[src/hw/sat_pkg.sv]
package sat_pkg;

    // literal code of one variable inside a clause word
    typedef enum logic [1:0] {
        LIT_NONE = 2'b00,
        LIT_POS  = 2'b01,
        LIT_NEG  = 2'b10
    } lit_e;

    // current assignment of one variable
    typedef enum logic [1:0] {
        VAL_FREE  = 2'b00,
        VAL_TRUE  = 2'b01,
        VAL_FALSE = 2'b10
    } val_e;

    // operations ordered from the variable state list
    typedef enum logic [2:0] {
        OP_NONE,
        OP_CLEAR,
        OP_IMPLY,
        OP_DECIDE,
        OP_BKT
    } var_op_e;

    // search FSM states
    typedef enum logic [2:0] {
        ST_IDLE,
        ST_IMPLY,
        ST_DECIDE,
        ST_BKT,
        ST_DONE
    } ctrl_state_e;

endpackage

[src/hw/clause_array.sv]
`timescale 1ns/1ps

module clause_array #(
    parameter int NUM_VARS    = 8,
    parameter int NUM_CLAUSES = 8
) (
    input  logic                                clk,
    input  logic                                rst_n_i,
    input  logic                                load_i,
    input  logic [$clog2(NUM_CLAUSES)-1:0]      load_idx_i,
    input  logic [2*NUM_VARS-1:0]               clause_i,
    input  logic                                busy_i,
    input  sat_pkg::val_e [NUM_VARS-1:0]        var_val_i,
    output logic                                all_sat_o,
    output logic                                conflict_o,
    output logic                                unit_o,
    output logic [$clog2(NUM_VARS)-1:0]         imp_var_o,
    output sat_pkg::val_e                       imp_val_o
);
    import sat_pkg::*;

    localparam int VAR_W = $clog2(NUM_VARS);
    localparam int CNT_W = $clog2(NUM_VARS + 1);

    logic [2*NUM_VARS-1:0] clause_q [NUM_CLAUSES];
    logic [NUM_CLAUSES-1:0] valid_q;
    logic                   load_valid;
    logic [NUM_CLAUSES-1:0] c_sat;
    logic [NUM_CLAUSES-1:0] c_conf;
    logic [NUM_CLAUSES-1:0] c_unit;
    logic [VAR_W-1:0]       u_var [NUM_CLAUSES];
    val_e                   u_val [NUM_CLAUSES];

    // a slot holds a clause once any literal is present
    always_comb begin
        load_valid = 1'b0;
        for (int v = 0; v < NUM_VARS; v++) begin
            if (clause_i[2*v +: 2] == LIT_POS || clause_i[2*v +: 2] == LIT_NEG) begin
                load_valid = 1'b1;
            end
        end
    end

    always_ff @(posedge clk) begin
        if (load_i && !busy_i) begin
            clause_q[load_idx_i] <= clause_i;
        end
    end

    always_ff @(posedge clk) begin
        if (!rst_n_i) begin
            valid_q <= '0;
        end else if (load_i && !busy_i) begin
            valid_q[load_idx_i] <= load_valid;
        end
    end

    for (genvar c = 0; c < NUM_CLAUSES; c++) begin : g_eval
        logic [NUM_VARS-1:0] pos;
        logic [NUM_VARS-1:0] neg;
        logic [CNT_W-1:0]    n_true;
        logic [CNT_W-1:0]    n_free;

        for (genvar v = 0; v < NUM_VARS; v++) begin : g_lit
            assign pos[v] = clause_q[c][2*v +: 2] == LIT_POS;
            assign neg[v] = clause_q[c][2*v +: 2] == LIT_NEG;
        end

        // last free literal seen is the implied one when the clause is unit
        always_comb begin
            n_true   = '0;
            n_free   = '0;
            u_var[c] = '0;
            u_val[c] = VAL_FREE;
            for (int v = 0; v < NUM_VARS; v++) begin
                if (pos[v] || neg[v]) begin
                    if (var_val_i[v] == VAL_FREE) begin
                        n_free   = n_free + 1'b1;
                        u_var[c] = VAR_W'(v);
                        u_val[c] = pos[v] ? VAL_TRUE : VAL_FALSE;
                    end else if (pos[v] == (var_val_i[v] == VAL_TRUE)) begin
                        n_true = n_true + 1'b1;
                    end
                end
            end
        end

        assign c_sat[c]  = n_true != '0;
        assign c_conf[c] = valid_q[c] && n_true == '0 && n_free == '0;
        assign c_unit[c] = valid_q[c] && n_true == '0 && n_free == CNT_W'(1);
    end

    assign all_sat_o  = &(c_sat | ~valid_q);
    assign conflict_o = |c_conf;
    assign unit_o     = |c_unit;

    // lowest unit clause wins
    always_comb begin
        imp_var_o = '0;
        imp_val_o = VAL_FREE;
        for (int c = NUM_CLAUSES - 1; c >= 0; c--) begin
            if (c_unit[c]) begin
                imp_var_o = u_var[c];
                imp_val_o = u_val[c];
            end
        end
    end

endmodule

[src/hw/var_state_list.sv]
`timescale 1ns/1ps

module var_state_list #(
    parameter int NUM_VARS = 8,
    parameter int LVL_W    = 4
) (
    input  logic                            clk,
    input  logic                            rst_n_i,
    input  sat_pkg::var_op_e                op_i,
    input  logic [$clog2(NUM_VARS)-1:0]     imp_var_i,
    input  sat_pkg::val_e                   imp_val_i,
    output sat_pkg::val_e [NUM_VARS-1:0]    var_val_o,
    output logic [LVL_W-1:0]                cur_lvl_o,
    output logic                            bkt_done_o,
    output logic                            bkt_empty_o
);
    import sat_pkg::*;

    localparam int VAR_W = $clog2(NUM_VARS);

    val_e [NUM_VARS-1:0] val_q;
    logic [LVL_W-1:0]    lvl_q [NUM_VARS];
    logic [NUM_VARS-1:0] dec_q;
    logic [NUM_VARS-1:0] flip_q;
    logic [LVL_W-1:0]    cur_lvl_q;
    logic                free_found;
    logic [VAR_W-1:0]    free_idx;
    logic                dec_found;
    logic [VAR_W-1:0]    dec_idx;
    logic                flip_now;

    // lowest free variable and the decision owning the current level
    always_comb begin
        free_found = 1'b0;
        free_idx   = '0;
        dec_found  = 1'b0;
        dec_idx    = '0;
        for (int v = NUM_VARS - 1; v >= 0; v--) begin
            if (val_q[v] == VAL_FREE) begin
                free_found = 1'b1;
                free_idx   = VAR_W'(v);
            end
            if (val_q[v] != VAL_FREE && dec_q[v] && lvl_q[v] == cur_lvl_q) begin
                dec_found = 1'b1;
                dec_idx   = VAR_W'(v);
            end
        end
    end

    assign flip_now    = dec_found && !flip_q[dec_idx];
    assign bkt_done_o  = (op_i == OP_BKT) && (cur_lvl_q != '0) && flip_now;
    assign bkt_empty_o = (op_i == OP_BKT) && (cur_lvl_q == '0);

    always_ff @(posedge clk) begin
        if (!rst_n_i) begin
            for (int v = 0; v < NUM_VARS; v++) begin
                val_q[v] <= VAL_FREE;
            end
            dec_q     <= '0;
            flip_q    <= '0;
            cur_lvl_q <= '0;
        end else begin
            case (op_i)
                OP_CLEAR: begin
                    for (int v = 0; v < NUM_VARS; v++) begin
                        val_q[v] <= VAL_FREE;
                    end
                    dec_q     <= '0;
                    flip_q    <= '0;
                    cur_lvl_q <= '0;
                end
                OP_IMPLY: begin
                    val_q[imp_var_i]  <= imp_val_i;
                    dec_q[imp_var_i]  <= 1'b0;
                    flip_q[imp_var_i] <= 1'b0;
                end
                OP_DECIDE: begin
                    if (free_found) begin
                        val_q[free_idx]  <= VAL_TRUE;
                        dec_q[free_idx]  <= 1'b1;
                        flip_q[free_idx] <= 1'b0;
                        cur_lvl_q        <= cur_lvl_q + 1'b1;
                    end
                end
                OP_BKT: begin
                    if (cur_lvl_q != '0) begin
                        // undo the whole level first
                        for (int v = 0; v < NUM_VARS; v++) begin
                            if (val_q[v] != VAL_FREE && lvl_q[v] == cur_lvl_q) begin
                                val_q[v]  <= VAL_FREE;
                                dec_q[v]  <= 1'b0;
                                flip_q[v] <= 1'b0;
                            end
                        end
                        // then keep the decision, now false
                        if (flip_now) begin
                            val_q[dec_idx]  <= VAL_FALSE;
                            dec_q[dec_idx]  <= 1'b1;
                            flip_q[dec_idx] <= 1'b1;
                        end else begin
                            cur_lvl_q <= cur_lvl_q - 1'b1;
                        end
                    end
                end
                default: begin
                end
            endcase
        end
    end

    always_ff @(posedge clk) begin
        if (op_i == OP_IMPLY) begin
            lvl_q[imp_var_i] <= cur_lvl_q;
        end else if (op_i == OP_DECIDE && free_found) begin
            lvl_q[free_idx] <= cur_lvl_q + 1'b1;
        end
    end

    assign var_val_o = val_q;
    assign cur_lvl_o = cur_lvl_q;

endmodule

[src/hw/ctrl_core.sv]
`timescale 1ns/1ps

module ctrl_core (
    input  logic             clk,
    input  logic             rst_n_i,
    input  logic             start_i,
    input  logic             all_sat_i,
    input  logic             conflict_i,
    input  logic             unit_i,
    input  logic             bkt_done_i,
    input  logic             bkt_empty_i,
    output sat_pkg::var_op_e op_o,
    output logic             busy_o,
    output logic             fin_o,
    output logic             fin_sat_o
);
    import sat_pkg::*;

    ctrl_state_e state_q;
    ctrl_state_e state_d;
    logic        sat_q;

    always_comb begin
        state_d = state_q;
        op_o    = OP_NONE;
        fin_o   = 1'b0;
        case (state_q)
            ST_IDLE: begin
                // clear on the sampling edge so cycle 1 sees free variables
                if (start_i) begin
                    op_o    = OP_CLEAR;
                    state_d = ST_IMPLY;
                end
            end
            ST_IMPLY: begin
                if (conflict_i) begin
                    state_d = ST_BKT;
                end else if (unit_i) begin
                    op_o = OP_IMPLY;
                end else if (all_sat_i) begin
                    state_d = ST_DONE;
                end else begin
                    state_d = ST_DECIDE;
                end
            end
            ST_DECIDE: begin
                op_o    = OP_DECIDE;
                state_d = ST_IMPLY;
            end
            ST_BKT: begin
                op_o = OP_BKT;
                if (bkt_empty_i) begin
                    state_d = ST_DONE;
                end else if (bkt_done_i) begin
                    state_d = ST_IMPLY;
                end
            end
            ST_DONE: begin
                fin_o   = 1'b1;
                state_d = ST_IDLE;
            end
            default: begin
                state_d = ST_IDLE;
            end
        endcase
    end

    always_ff @(posedge clk) begin
        if (!rst_n_i) begin
            state_q <= ST_IDLE;
            sat_q   <= 1'b0;
        end else begin
            state_q <= state_d;
            // finishing out of propagation means every clause holds
            if (state_d == ST_DONE && state_q != ST_DONE) begin
                sat_q <= state_q == ST_IMPLY;
            end
        end
    end

    assign busy_o    = state_q != ST_IDLE;
    assign fin_sat_o = sat_q;

endmodule

[src/hw/result_out.sv]
`timescale 1ns/1ps

module result_out #(
    parameter int NUM_VARS = 8
) (
    input  logic                         clk,
    input  logic                         rst_n_i,
    input  logic                         start_i,
    input  logic                         busy_i,
    input  logic                         fin_i,
    input  logic                         fin_sat_i,
    input  sat_pkg::val_e [NUM_VARS-1:0] var_val_i,
    output logic                         done_o,
    output logic                         sat_o,
    output logic                         unsat_o,
    output logic [NUM_VARS-1:0]          model_o
);
    import sat_pkg::*;

    always_ff @(posedge clk) begin
        if (!rst_n_i) begin
            done_o  <= 1'b0;
            sat_o   <= 1'b0;
            unsat_o <= 1'b0;
        end else begin
            done_o <= fin_i;
            if (start_i && !busy_i) begin
                sat_o   <= 1'b0;
                unsat_o <= 1'b0;
            end else if (fin_i) begin
                sat_o   <= fin_sat_i;
                unsat_o <= !fin_sat_i;
            end
        end
    end

    // free variables read as false
    always_ff @(posedge clk) begin
        if (fin_i) begin
            for (int v = 0; v < NUM_VARS; v++) begin
                model_o[v] <= var_val_i[v] == VAL_TRUE;
            end
        end
    end

endmodule

[src/hw/sat_core.sv]
`timescale 1ns/1ps

module sat_core #(
    parameter int NUM_VARS    = 8,
    parameter int NUM_CLAUSES = 8,
    parameter int LVL_W       = 4
) (
    input  logic                           clk,
    input  logic                           rst_n_i,
    input  logic                           load_i,
    input  logic [$clog2(NUM_CLAUSES)-1:0] load_idx_i,
    input  logic [2*NUM_VARS-1:0]          clause_i,
    input  logic                           start_i,
    output logic                           busy_o,
    output logic                           done_o,
    output logic                           sat_o,
    output logic                           unsat_o,
    output logic [NUM_VARS-1:0]            model_o
);
    import sat_pkg::*;

    logic                        all_sat;
    logic                        conflict;
    logic                        unit;
    logic [$clog2(NUM_VARS)-1:0] imp_var;
    val_e                        imp_val;
    val_e [NUM_VARS-1:0]         var_val;
    var_op_e                     op;
    logic                        bkt_done;
    logic                        bkt_empty;
    logic                        fin;
    logic                        fin_sat;

    clause_array #(
        .NUM_VARS    (NUM_VARS),
        .NUM_CLAUSES (NUM_CLAUSES)
    ) i_clause_array (
        .clk        (clk),
        .rst_n_i    (rst_n_i),
        .load_i     (load_i),
        .load_idx_i (load_idx_i),
        .clause_i   (clause_i),
        .busy_i     (busy_o),
        .var_val_i  (var_val),
        .all_sat_o  (all_sat),
        .conflict_o (conflict),
        .unit_o     (unit),
        .imp_var_o  (imp_var),
        .imp_val_o  (imp_val)
    );

    // level is kept internal to the backtrack logic
    var_state_list #(
        .NUM_VARS (NUM_VARS),
        .LVL_W    (LVL_W)
    ) i_var_state_list (
        .clk         (clk),
        .rst_n_i     (rst_n_i),
        .op_i        (op),
        .imp_var_i   (imp_var),
        .imp_val_i   (imp_val),
        .var_val_o   (var_val),
        .cur_lvl_o   (),
        .bkt_done_o  (bkt_done),
        .bkt_empty_o (bkt_empty)
    );

    ctrl_core i_ctrl_core (
        .clk         (clk),
        .rst_n_i     (rst_n_i),
        .start_i     (start_i),
        .all_sat_i   (all_sat),
        .conflict_i  (conflict),
        .unit_i      (unit),
        .bkt_done_i  (bkt_done),
        .bkt_empty_i (bkt_empty),
        .op_o        (op),
        .busy_o      (busy_o),
        .fin_o       (fin),
        .fin_sat_o   (fin_sat)
    );

    result_out #(
        .NUM_VARS (NUM_VARS)
    ) i_result_out (
        .clk       (clk),
        .rst_n_i   (rst_n_i),
        .start_i   (start_i),
        .busy_i    (busy_o),
        .fin_i     (fin),
        .fin_sat_i (fin_sat),
        .var_val_i (var_val),
        .done_o    (done_o),
        .sat_o     (sat_o),
        .unsat_o   (unsat_o),
        .model_o   (model_o)
    );

endmodule

[config.mk]
export PLATFORM = sky130hd
export DESIGN_NAME = sat_core
export DESIGN_NICKNAME = d
export VERILOG_FILES = /design/src/hw/sat_pkg.sv /design/src/hw/clause_array.sv /design/src/hw/var_state_list.sv /design/src/hw/ctrl_core.sv /design/src/hw/result_out.sv /design/src/hw/sat_core.sv
export SDC_FILE = /design/constraint.sdc
export NUM_CORES = 1
export LEC_CHECK = 0
export BUFFER_PORTS_ARGS = -buffer_cell sky130_fd_sc_hd__buf_2
export CAP_MARGIN = 20
export CORE_MARGIN = 4
export CORE_UTILIZATION = 60
export CTS_CLUSTER_SIZE = 14
export DETAILED_ROUTE_END_ITERATION = 10
export GPL_TIMING_DRIVEN = 0
export PLACE_DENSITY = 0.76
export SLEW_MARGIN = 20
export SYNTH_ARGS = -nofsm -noshare
export SYNTH_HDL_FRONTEND = slang
export SYNTH_HIERARCHICAL = 1
export SYNTH_SLANG_ARGS = --single-unit
[constraint.sdc]
create_clock -name clk -period 14.2 [get_ports clk]
set_clock_uncertainty 0.05 [all_clocks]
set_input_delay 2.84 -clock clk [delete_from_list [all_inputs] [get_ports clk]]
set_output_delay 2.84 -clock clk [all_outputs]
set_load 0.02 [all_outputs]
Word-level counts from Yosys, hierarchy flattened
Memory sizes are Yosys's and may differ from the RTL's.
Cells that the tools add are included.
{"block": "totals", "word_cells": 1410, "memories": 2, "ramBits": 160, "ff_bits": 59, "out_inout_bits": 12}
{"block": "classes", "n_bitwise": 17, "order_cmp": 8, "eq_ne": 245, "n_reduce_logical": 188, "muxes": 818, "add_sub_neg": 114}
{"memory": "i_clause_array.clause_q", "depth": 8, "word_bits": 16, "read_ports": 8, "rd_clocked_by_memory_dff": 0, "write_ports": 1, "line_no": "clause_array.sv:25", "source": "logic [2*NUM_VARS-1:0] clause_q [NUM_CLAUSES];"}
{"memory": "i_var_state_list.lvl_q", "depth": 8, "word_bits": 4, "read_ports": 8, "rd_clocked_by_memory_dff": 0, "write_ports": 1, "line_no": "var_state_list.sv:22", "source": "logic [LVL_W-1:0] lvl_q [NUM_VARS];"}
{"cell": "4-bit 2-to-1 mux", "count": 308}
{"cell": "2-bit 2-to-1 mux", "count": 236}
{"cell": "4-bit by 1-bit adder with 4-bit output, second input constant", "count": 113}
{"cell": "3-bit 2-to-1 mux", "count": 136}
{"cell": "2-bit by 1-bit equality test with 1-bit output, second input constant", "count": 80}
{"cell": "2-bit equality test, second input constant", "count": 72}
{"cell": "1-bit 2-to-1 mux", "count": 113}
{"cell": "1-bit logical OR", "count": 72}
{"cell": "4-bit logical NOT", "count": 17}
{"cell": "1-bit equality test", "count": 64}
{"cell": "16-bit one-hot mux with 4 select lines", "count": 1}
{"cell": "8-bit one-hot mux with 4 select lines", "count": 2}
{"cell": "1-bit logical AND", "count": 60}
{"cell": "16-bit 2-to-1 mux", "count": 3}
{"cell": "8-bit 2-to-1 mux", "count": 6}
{"cell": "8-bit OR", "count": 6}
{"cell": "8-bit bitwise AND", "count": 5}
{"cell": "8-bit NOT", "count": 5}
{"cell": "4-bit nonzero test", "count": 10}
{"cell": "4-bit by 1-bit equality test with 1-bit output, second input constant", "count": 8}
{"cell": "4-bit equality test", "count": 8}
{"cell": "3-bit one-hot mux with 4 select lines", "count": 2}
{"cell": "2-bit demux with 3-bit select", "count": 3}
{"cell": "16-bit bitwise mux", "count": 1}
{"cell": "25 further kinds", "count": 59}

Logic depth before layout (Yosys ltp)
An unclocked memory read counts as a cell.
{"block": "logic_depth", "ltp_word": 52, "ltp_mapped": 47, "depth_no_buf": 45}

Modules after synthesis
The synthesis kept the hierarchy.
{"module": "clause_array", "area_each_um2": 19526.2, "n_inst": 1, "cells_per_inst": 2228}
{"module": "var_state_list", "area_each_um2": 4155.2, "n_inst": 1, "cells_per_inst": 494}
{"module": "result_out", "area_each_um2": 409.1, "n_inst": 1, "cells_per_inst": 26}
{"module": "ctrl_core", "area_each_um2": 255.2, "n_inst": 1, "cells_per_inst": 33}

Worst setup path after synthesis
OpenSTA, ideal clock, no wires.
{"block": "synth_timing", "kind": "reg-to-reg", "from": "register i_var_state_list.val_q (netlist bit i_var_state_list/var_val_o[2])", "to": "memory i_var_state_list.lvl_q[2][0] (enable)", "path_buffers": 2, "slack_ns": 5.277, "period_less_slack_ns": 8.923, "path_stages_with_launch": 42, "t_arrival_ns": 8.544, "cell_sequence": "dfxtp_1 buf_4 nor2b_1 clkbuf_1 xnor2_1 ha_1 a21o_1 ha_1 o21a_1 or2_2 ha_1 inv_1 a21oi_1 ha_1 nand2_1 nand2_1 ha_1 and2_1 (+6 left out) mux2_2 or4_1 o32ai_2 or3b_4 a211oi_4 inv_2 nand2_1 nor3b_1 nand3_1 nor3b_1 mux2i_1 nor2_1 nor2b_1 nand2_1 a21oi_1 o22ai_1 or4bb_1 nor2_1"}
{"block": "synth_between", "elab_chain_len": 43, "elab_cells_between_ends": 567, "classes_between": "add/sub (96); eq/ne (19); mux (407); reduce/logical (45)"}
{"item": "start: declaration", "line_no": "var_state_list.sv:21", "source": "val_e [NUM_VARS-1:0] val_q;"}
{"item": "start signal: indexed assignment", "line_no": "var_state_list.sv:73", "source": "val_q[imp_var_i] <= imp_val_i;"}
{"item": "2-bit by 1-bit equality test with 1-bit output", "line_no": "clause_array.sv:81", "source": "end else if (pos[v] == (var_val_i[v] == VAL_TRUE)) begin"}
{"item": "1-bit equality test", "line_no": "clause_array.sv:81"}
{"item": "4-bit 2-to-1 mux", "line_no": "clause_array.sv:81"}
{"item": "4-bit 2-to-1 mux", "line_no": "clause_array.sv:77", "source": "if (var_val_i[v] == VAL_FREE) begin"}
{"item": "4-bit 2-to-1 mux", "line_no": "clause_array.sv:76", "source": "if (pos[v] || neg[v]) begin"}
{"item": "4-bit by 1-bit adder with 4-bit output", "line_no": "clause_array.sv:82", "source": "n_true = n_true + 1'b1;"}
{"item": "4-bit 2-to-1 mux", "line_no": "clause_array.sv:81"}
{"item": "4-bit 2-to-1 mux", "line_no": "clause_array.sv:77"}
{"item": "(+25 left out)"}
{"item": "via unit", "line_no": "sat_core.sv:24", "source": "logic unit;"}
{"item": "(+3 left out)"}
{"item": "via op[1]", "line_no": "sat_core.sv:28", "source": "var_op_e op;"}
{"item": "3-bit by 2-bit equality test with 1-bit output", "line_no": "var_state_list.sv:114", "source": "end else if (op_i == OP_DECIDE && free_found) begin"}
{"item": "1-bit logical AND", "line_no": "var_state_list.sv:114"}
{"item": "1-bit 2-to-1 mux", "line_no": "var_state_list.sv:114"}
{"item": "1-bit 2-to-1 mux", "line_no": "var_state_list.sv:112", "source": "if (op_i == OP_IMPLY) begin"}
{"item": "1-bit 2-to-1 mux (implied by the code)", "line_no": "var_state_list.sv:115", "source": "lvl_q[free_idx] <= cur_lvl_q + 1'b1;"}
{"item": "4-bit OR reduction (no source line)"}
{"item": "3-bit 2-to-1 mux (no source line) or 1-bit 2-to-1 mux (tied branches)"}
{"item": "end: declaration", "line_no": "var_state_list.sv:22"}
Mark *: on every way through the listed nets, which the timed path passes. The rest lies on a longest branch.

Final worst setup path
{"block": "layout_timing", "from": "register i_var_state_list.val_q (netlist bit i_var_state_list/var_val_o[3])", "to": "memory i_var_state_list.lvl_q[2][3] (enable)"}
The elaborated chain is that of the path after synthesis.

==> flow_summary_export.csv <==
group,metric,value,unit
global_route,overflow,0,
yosys,yosysWarnings,6,
final_layout,nFillCells,3330,
power_and_ir_drop,ir_drop,0.108,mV
sta,relSlewSlack,20.6,%
floorplan,pin_count,35,
sta,period_minus_slack,12.15,ns
yosys,synth_edf_count,168,
floorplan,dieArea,0.0439,mm²
power_and_ir_drop,p_int,1.35,mW
drt,post_drt_wl_per_cell,26.3,µm
setup_path,crit_path_top_delay_cell,"dfxtp_1",
floorplan,core-area,0.0399,mm²
yosys,synthMuxAreaShare,3.63,%
sta,finalCritPeriodShare,85.6,%
sta,hold_viol,0,
drt,drtPass1Iterations,8,
drt,drc,0,
global_route,grt_start_max_net_pins,17,
setup_path,crit_top_cell,"ha_1",
power_and_ir_drop,switchingPower,608,µW
setup_path,rrSetupSlack,2.05,ns
global_route,track_usage,39.3,%
final_layout,syn2layout_area_growth,8.23,%
clock_network,clockBufferDepth,3,
yosys,synth_xor_area_share,11.9,%
yosys,ys_types,148,
floorplan,die_y,209,µm
clock_network,htreeDepth,1,
yosys,synth_most_common_cell,"nand2_1",
final_layout,multi_input_area,0.0170,mm²
yosys,synthTopCellsByArea,"edfxtp_1, ha_1, xnor2_1, dfxtp_1, nand2_1",
place,place_area,0.0253,mm²
clock_network,cts_setup_buffers,0,
place,io_buffers,34,
sta,tns,0,ns
sta,fin_ws,2.05,ns
yosys,postSynthAreaPerCell,8.75,µm²
yosys,ys_seq_elements,219,
setup_path,required,14.41,ns
yosys,synth-adder-area-share,9.51,%
place,pre_cts_slack,2.27,ns
clock_network,cts_root_buf,"clkbuf_16",
clock_network,clk_latency,0.60,ns
setup_path,worst_setup_path_end_kind,"register",
final_layout,seqCellArea,0.00607,mm²
yosys,synth_top_area_share,20.7,%
yosys,syn_inst,2781,
outcome,status,"finished, final reports clean",
sta,slew_violations,0,
yosys,synth_top_family_by_area,"simple AND/OR/NAND/NOR gates",
floorplan,rows,73,
power_and_ir_drop,switching_share,31.0,%
final_layout,nets,3067,
clock_network,cts_tree,"built",
floorplan,start_util,61.0,%
clock_network,numCtsBuffers,29,
power_and_ir_drop,pwr-share-clk,40.2,%
worst_hold_path,hold_class,"reg2reg",
clock_network,clk_pin_slew,0.06,ns
power_and_ir_drop,pwr-share-seq,36.0,%
setup_path,critical_path.top_delay_family,"simple AND/OR/NAND/NOR gates",
final_layout,stdcell_area,0.0264,mm²
global_route,grt_pass1_wl,133,mm
setup_path,slowest_delay,1.10,ns
setup_path,criticalPathCategory,"reg2reg",
power_and_ir_drop,power.density,74.4,mW/mm²
sta,worstMarginPinSlew,1.19,ns
clock_network,cts_resized,0,
power_and_ir_drop,power,1.96,mW
yosys,synth_ff_type,"edfxtp_1",
sta,setup_viol,0,
place,hpwl,66.3,mm
floorplan,die_w,209,µm
power_and_ir_drop,pwr-share-comb,23.8,%
final_layout,drive_gt1_share,11.2,%
global_route,grt_pass1_vias,22500,
clock_network,cts_hold_buffers,0,
sta,rsz0062_at_grt,"false",
setup_path,critPathLaunchType,"register",
drt,vias,23500,
drt,postRouteAntennaNets,0,
setup_path,critPathArrivalTime,12.36,ns
setup_path,path_buf_inv,5,
yosys,async_flop_share,0,%
power_and_ir_drop,leakagePower,10.5,nW
drt,drt_wl_total,89.7,mm
yosys,syn_area,0.0243,mm²
place,gp_congestion,1.05,
yosys,yosysTopAreaCell,"edfxtp_1",
sta,timing.fmax,82.3,MHz
yosys,yosysSeqAreaShare,24.9,%
yosys,synth.net_count,2989,
setup_path,critical_path.max_fanout,14,
clock_network,cts.sinks,219,
drt,drtIter0Drc,2661,
yosys,synth_common_cells,"nand2_1, nor2_1, ha_1",
drt,routed_via_density,6.90,
global_route,antenna_found_initial,6,
yosys,synth_simple_gate_area_share,24.8,%
yosys,synth-compound-area-share,19.7,%
run,maxCapViolations,0,
sequential cells by signal, indices dropped and copies added (netlist names), 3 cells and up:
name	flops
i_var_state_list/lvl_q	32
i_clause_array/clause_q	128
i_var_state_list/cur_lvl_o	4
i_clause_array/valid_q	8
i_var_state_list/dec_q	8
i_result_out/model_o	8
i_ctrl_core/state_q	3
i_var_state_list/flip_q	8
i_var_state_list/var_val_o	16
cell usage in the layout, fill, tap and decap left out, types with 27 or more instances in the layout:
master       n
a21oi_1    146
nand2b_1    60
o211ai_1    39
clkbuf_1    62
mux2i_1     59
a31oi_1     27
and2_1      37
o21ai_0    122
xnor2_1    140
inv_1      164
nand3_1     76
nand2_1    227
edfxtp_1   168
nor2_1     206
buf_2       53
or3_1       63
ha_1       185
nor3_1      88
xor2_1      52
a211oi_1    54
clkbuf_16   29
dfxtp_1     51
nand3b_1    46
xnor3_1     31
nand4_1     31
nor2b_1     32
final timing paths:
| check | endpoint | depth (start not counted) | startpoint |
|---|---|---|---|
| worst min register to register | i_var_state_list/dec_q[3] | 2 | i_var_state_list/dec_q[3] |
| worst max-delay path | i_var_state_list/lvl_q[2][3] | 40 | i_var_state_list/var_val_o[3] |
| worst min-delay path | i_var_state_list/dec_q[3] | 2 | i_var_state_list/dec_q[3] |
| worst max register to register | i_var_state_list/lvl_q[2][3] | 40 | i_var_state_list/var_val_o[3] |
kinds of logic after synthesis:
logic type      after synthesis
flops                       219
compound gates              680
simple gates               1073
fa+ha+maj                   185
buf+inv                     290
mux                          84
xor+xnor                    250
per-stage QoR:
stage	hold slack (ns)	std cells	util [%]
2_1_floorplan	0.373	2781	-
5_1_grt	0.448	3407	66.0
4_1_cts	0.399	3406	66.0
6_report	0.396	3410	66.0
3_5_place_dp	0.391	3352	63.5
3_3_place_gp	0.385	3340	63.1
power groups by stage:
stage | Sequential (mW) | Clock [mW] | Combinational (mW)
2_1_floorplan | 0.721 | 0 | 0.329
3_3_place_gp | 0.720 | 0 | 0.436
3_5_place_dp | 0.720 | 0 | 0.450
4_1_cts | 0.706 | 0.791 | 0.453
5_1_grt | 0.707 | 0.820 | 0.502
6_report | 0.706 | 0.789 | 0.466
area by class of cell:
| class | count | share of cell area, % |
|---|---|---|
| Antenna cell | 3 | 0.0285 |
| Buffer | 118 | 2.56 |
| Clock buffer | 34 | 2.90 |
| Clock inverter | 20 | 0.921 |
| Inverter | 172 | 2.48 |
| Multi-Input combinational cell | 2272 | 64.5 |
| Sequential cell | 219 | 23.0 |
| Tap cell | 525 | 2.49 |
| Timing Repair Buffer | 47 | 1.13 |
metal layers:
| metal | global-route usage, % | part of all wire (%) | up-vias |
|---|---|---|---|
| li1 | - | - | 10600 |
| met1 | 48.6 | 36 | 11100 |
| met2 | 62.3 | 44 | 1464 |
| met3 | 7.41 | 11 | 401 |
| met4 | 26.5 | 8.6 | 2 |
| met5 | 0 | 0.011 | - |
worst min-delay path: cells and delay by family (launching register included):
family | cells | cell delay (ns)
AO/OA/AOI/OAI | 1 | 0.05
flip-flops | 1 | 0.30
AND/OR/NAND/NOR | 1 | 0.05
Note: power is estimated with default switching activity, not from simulation.
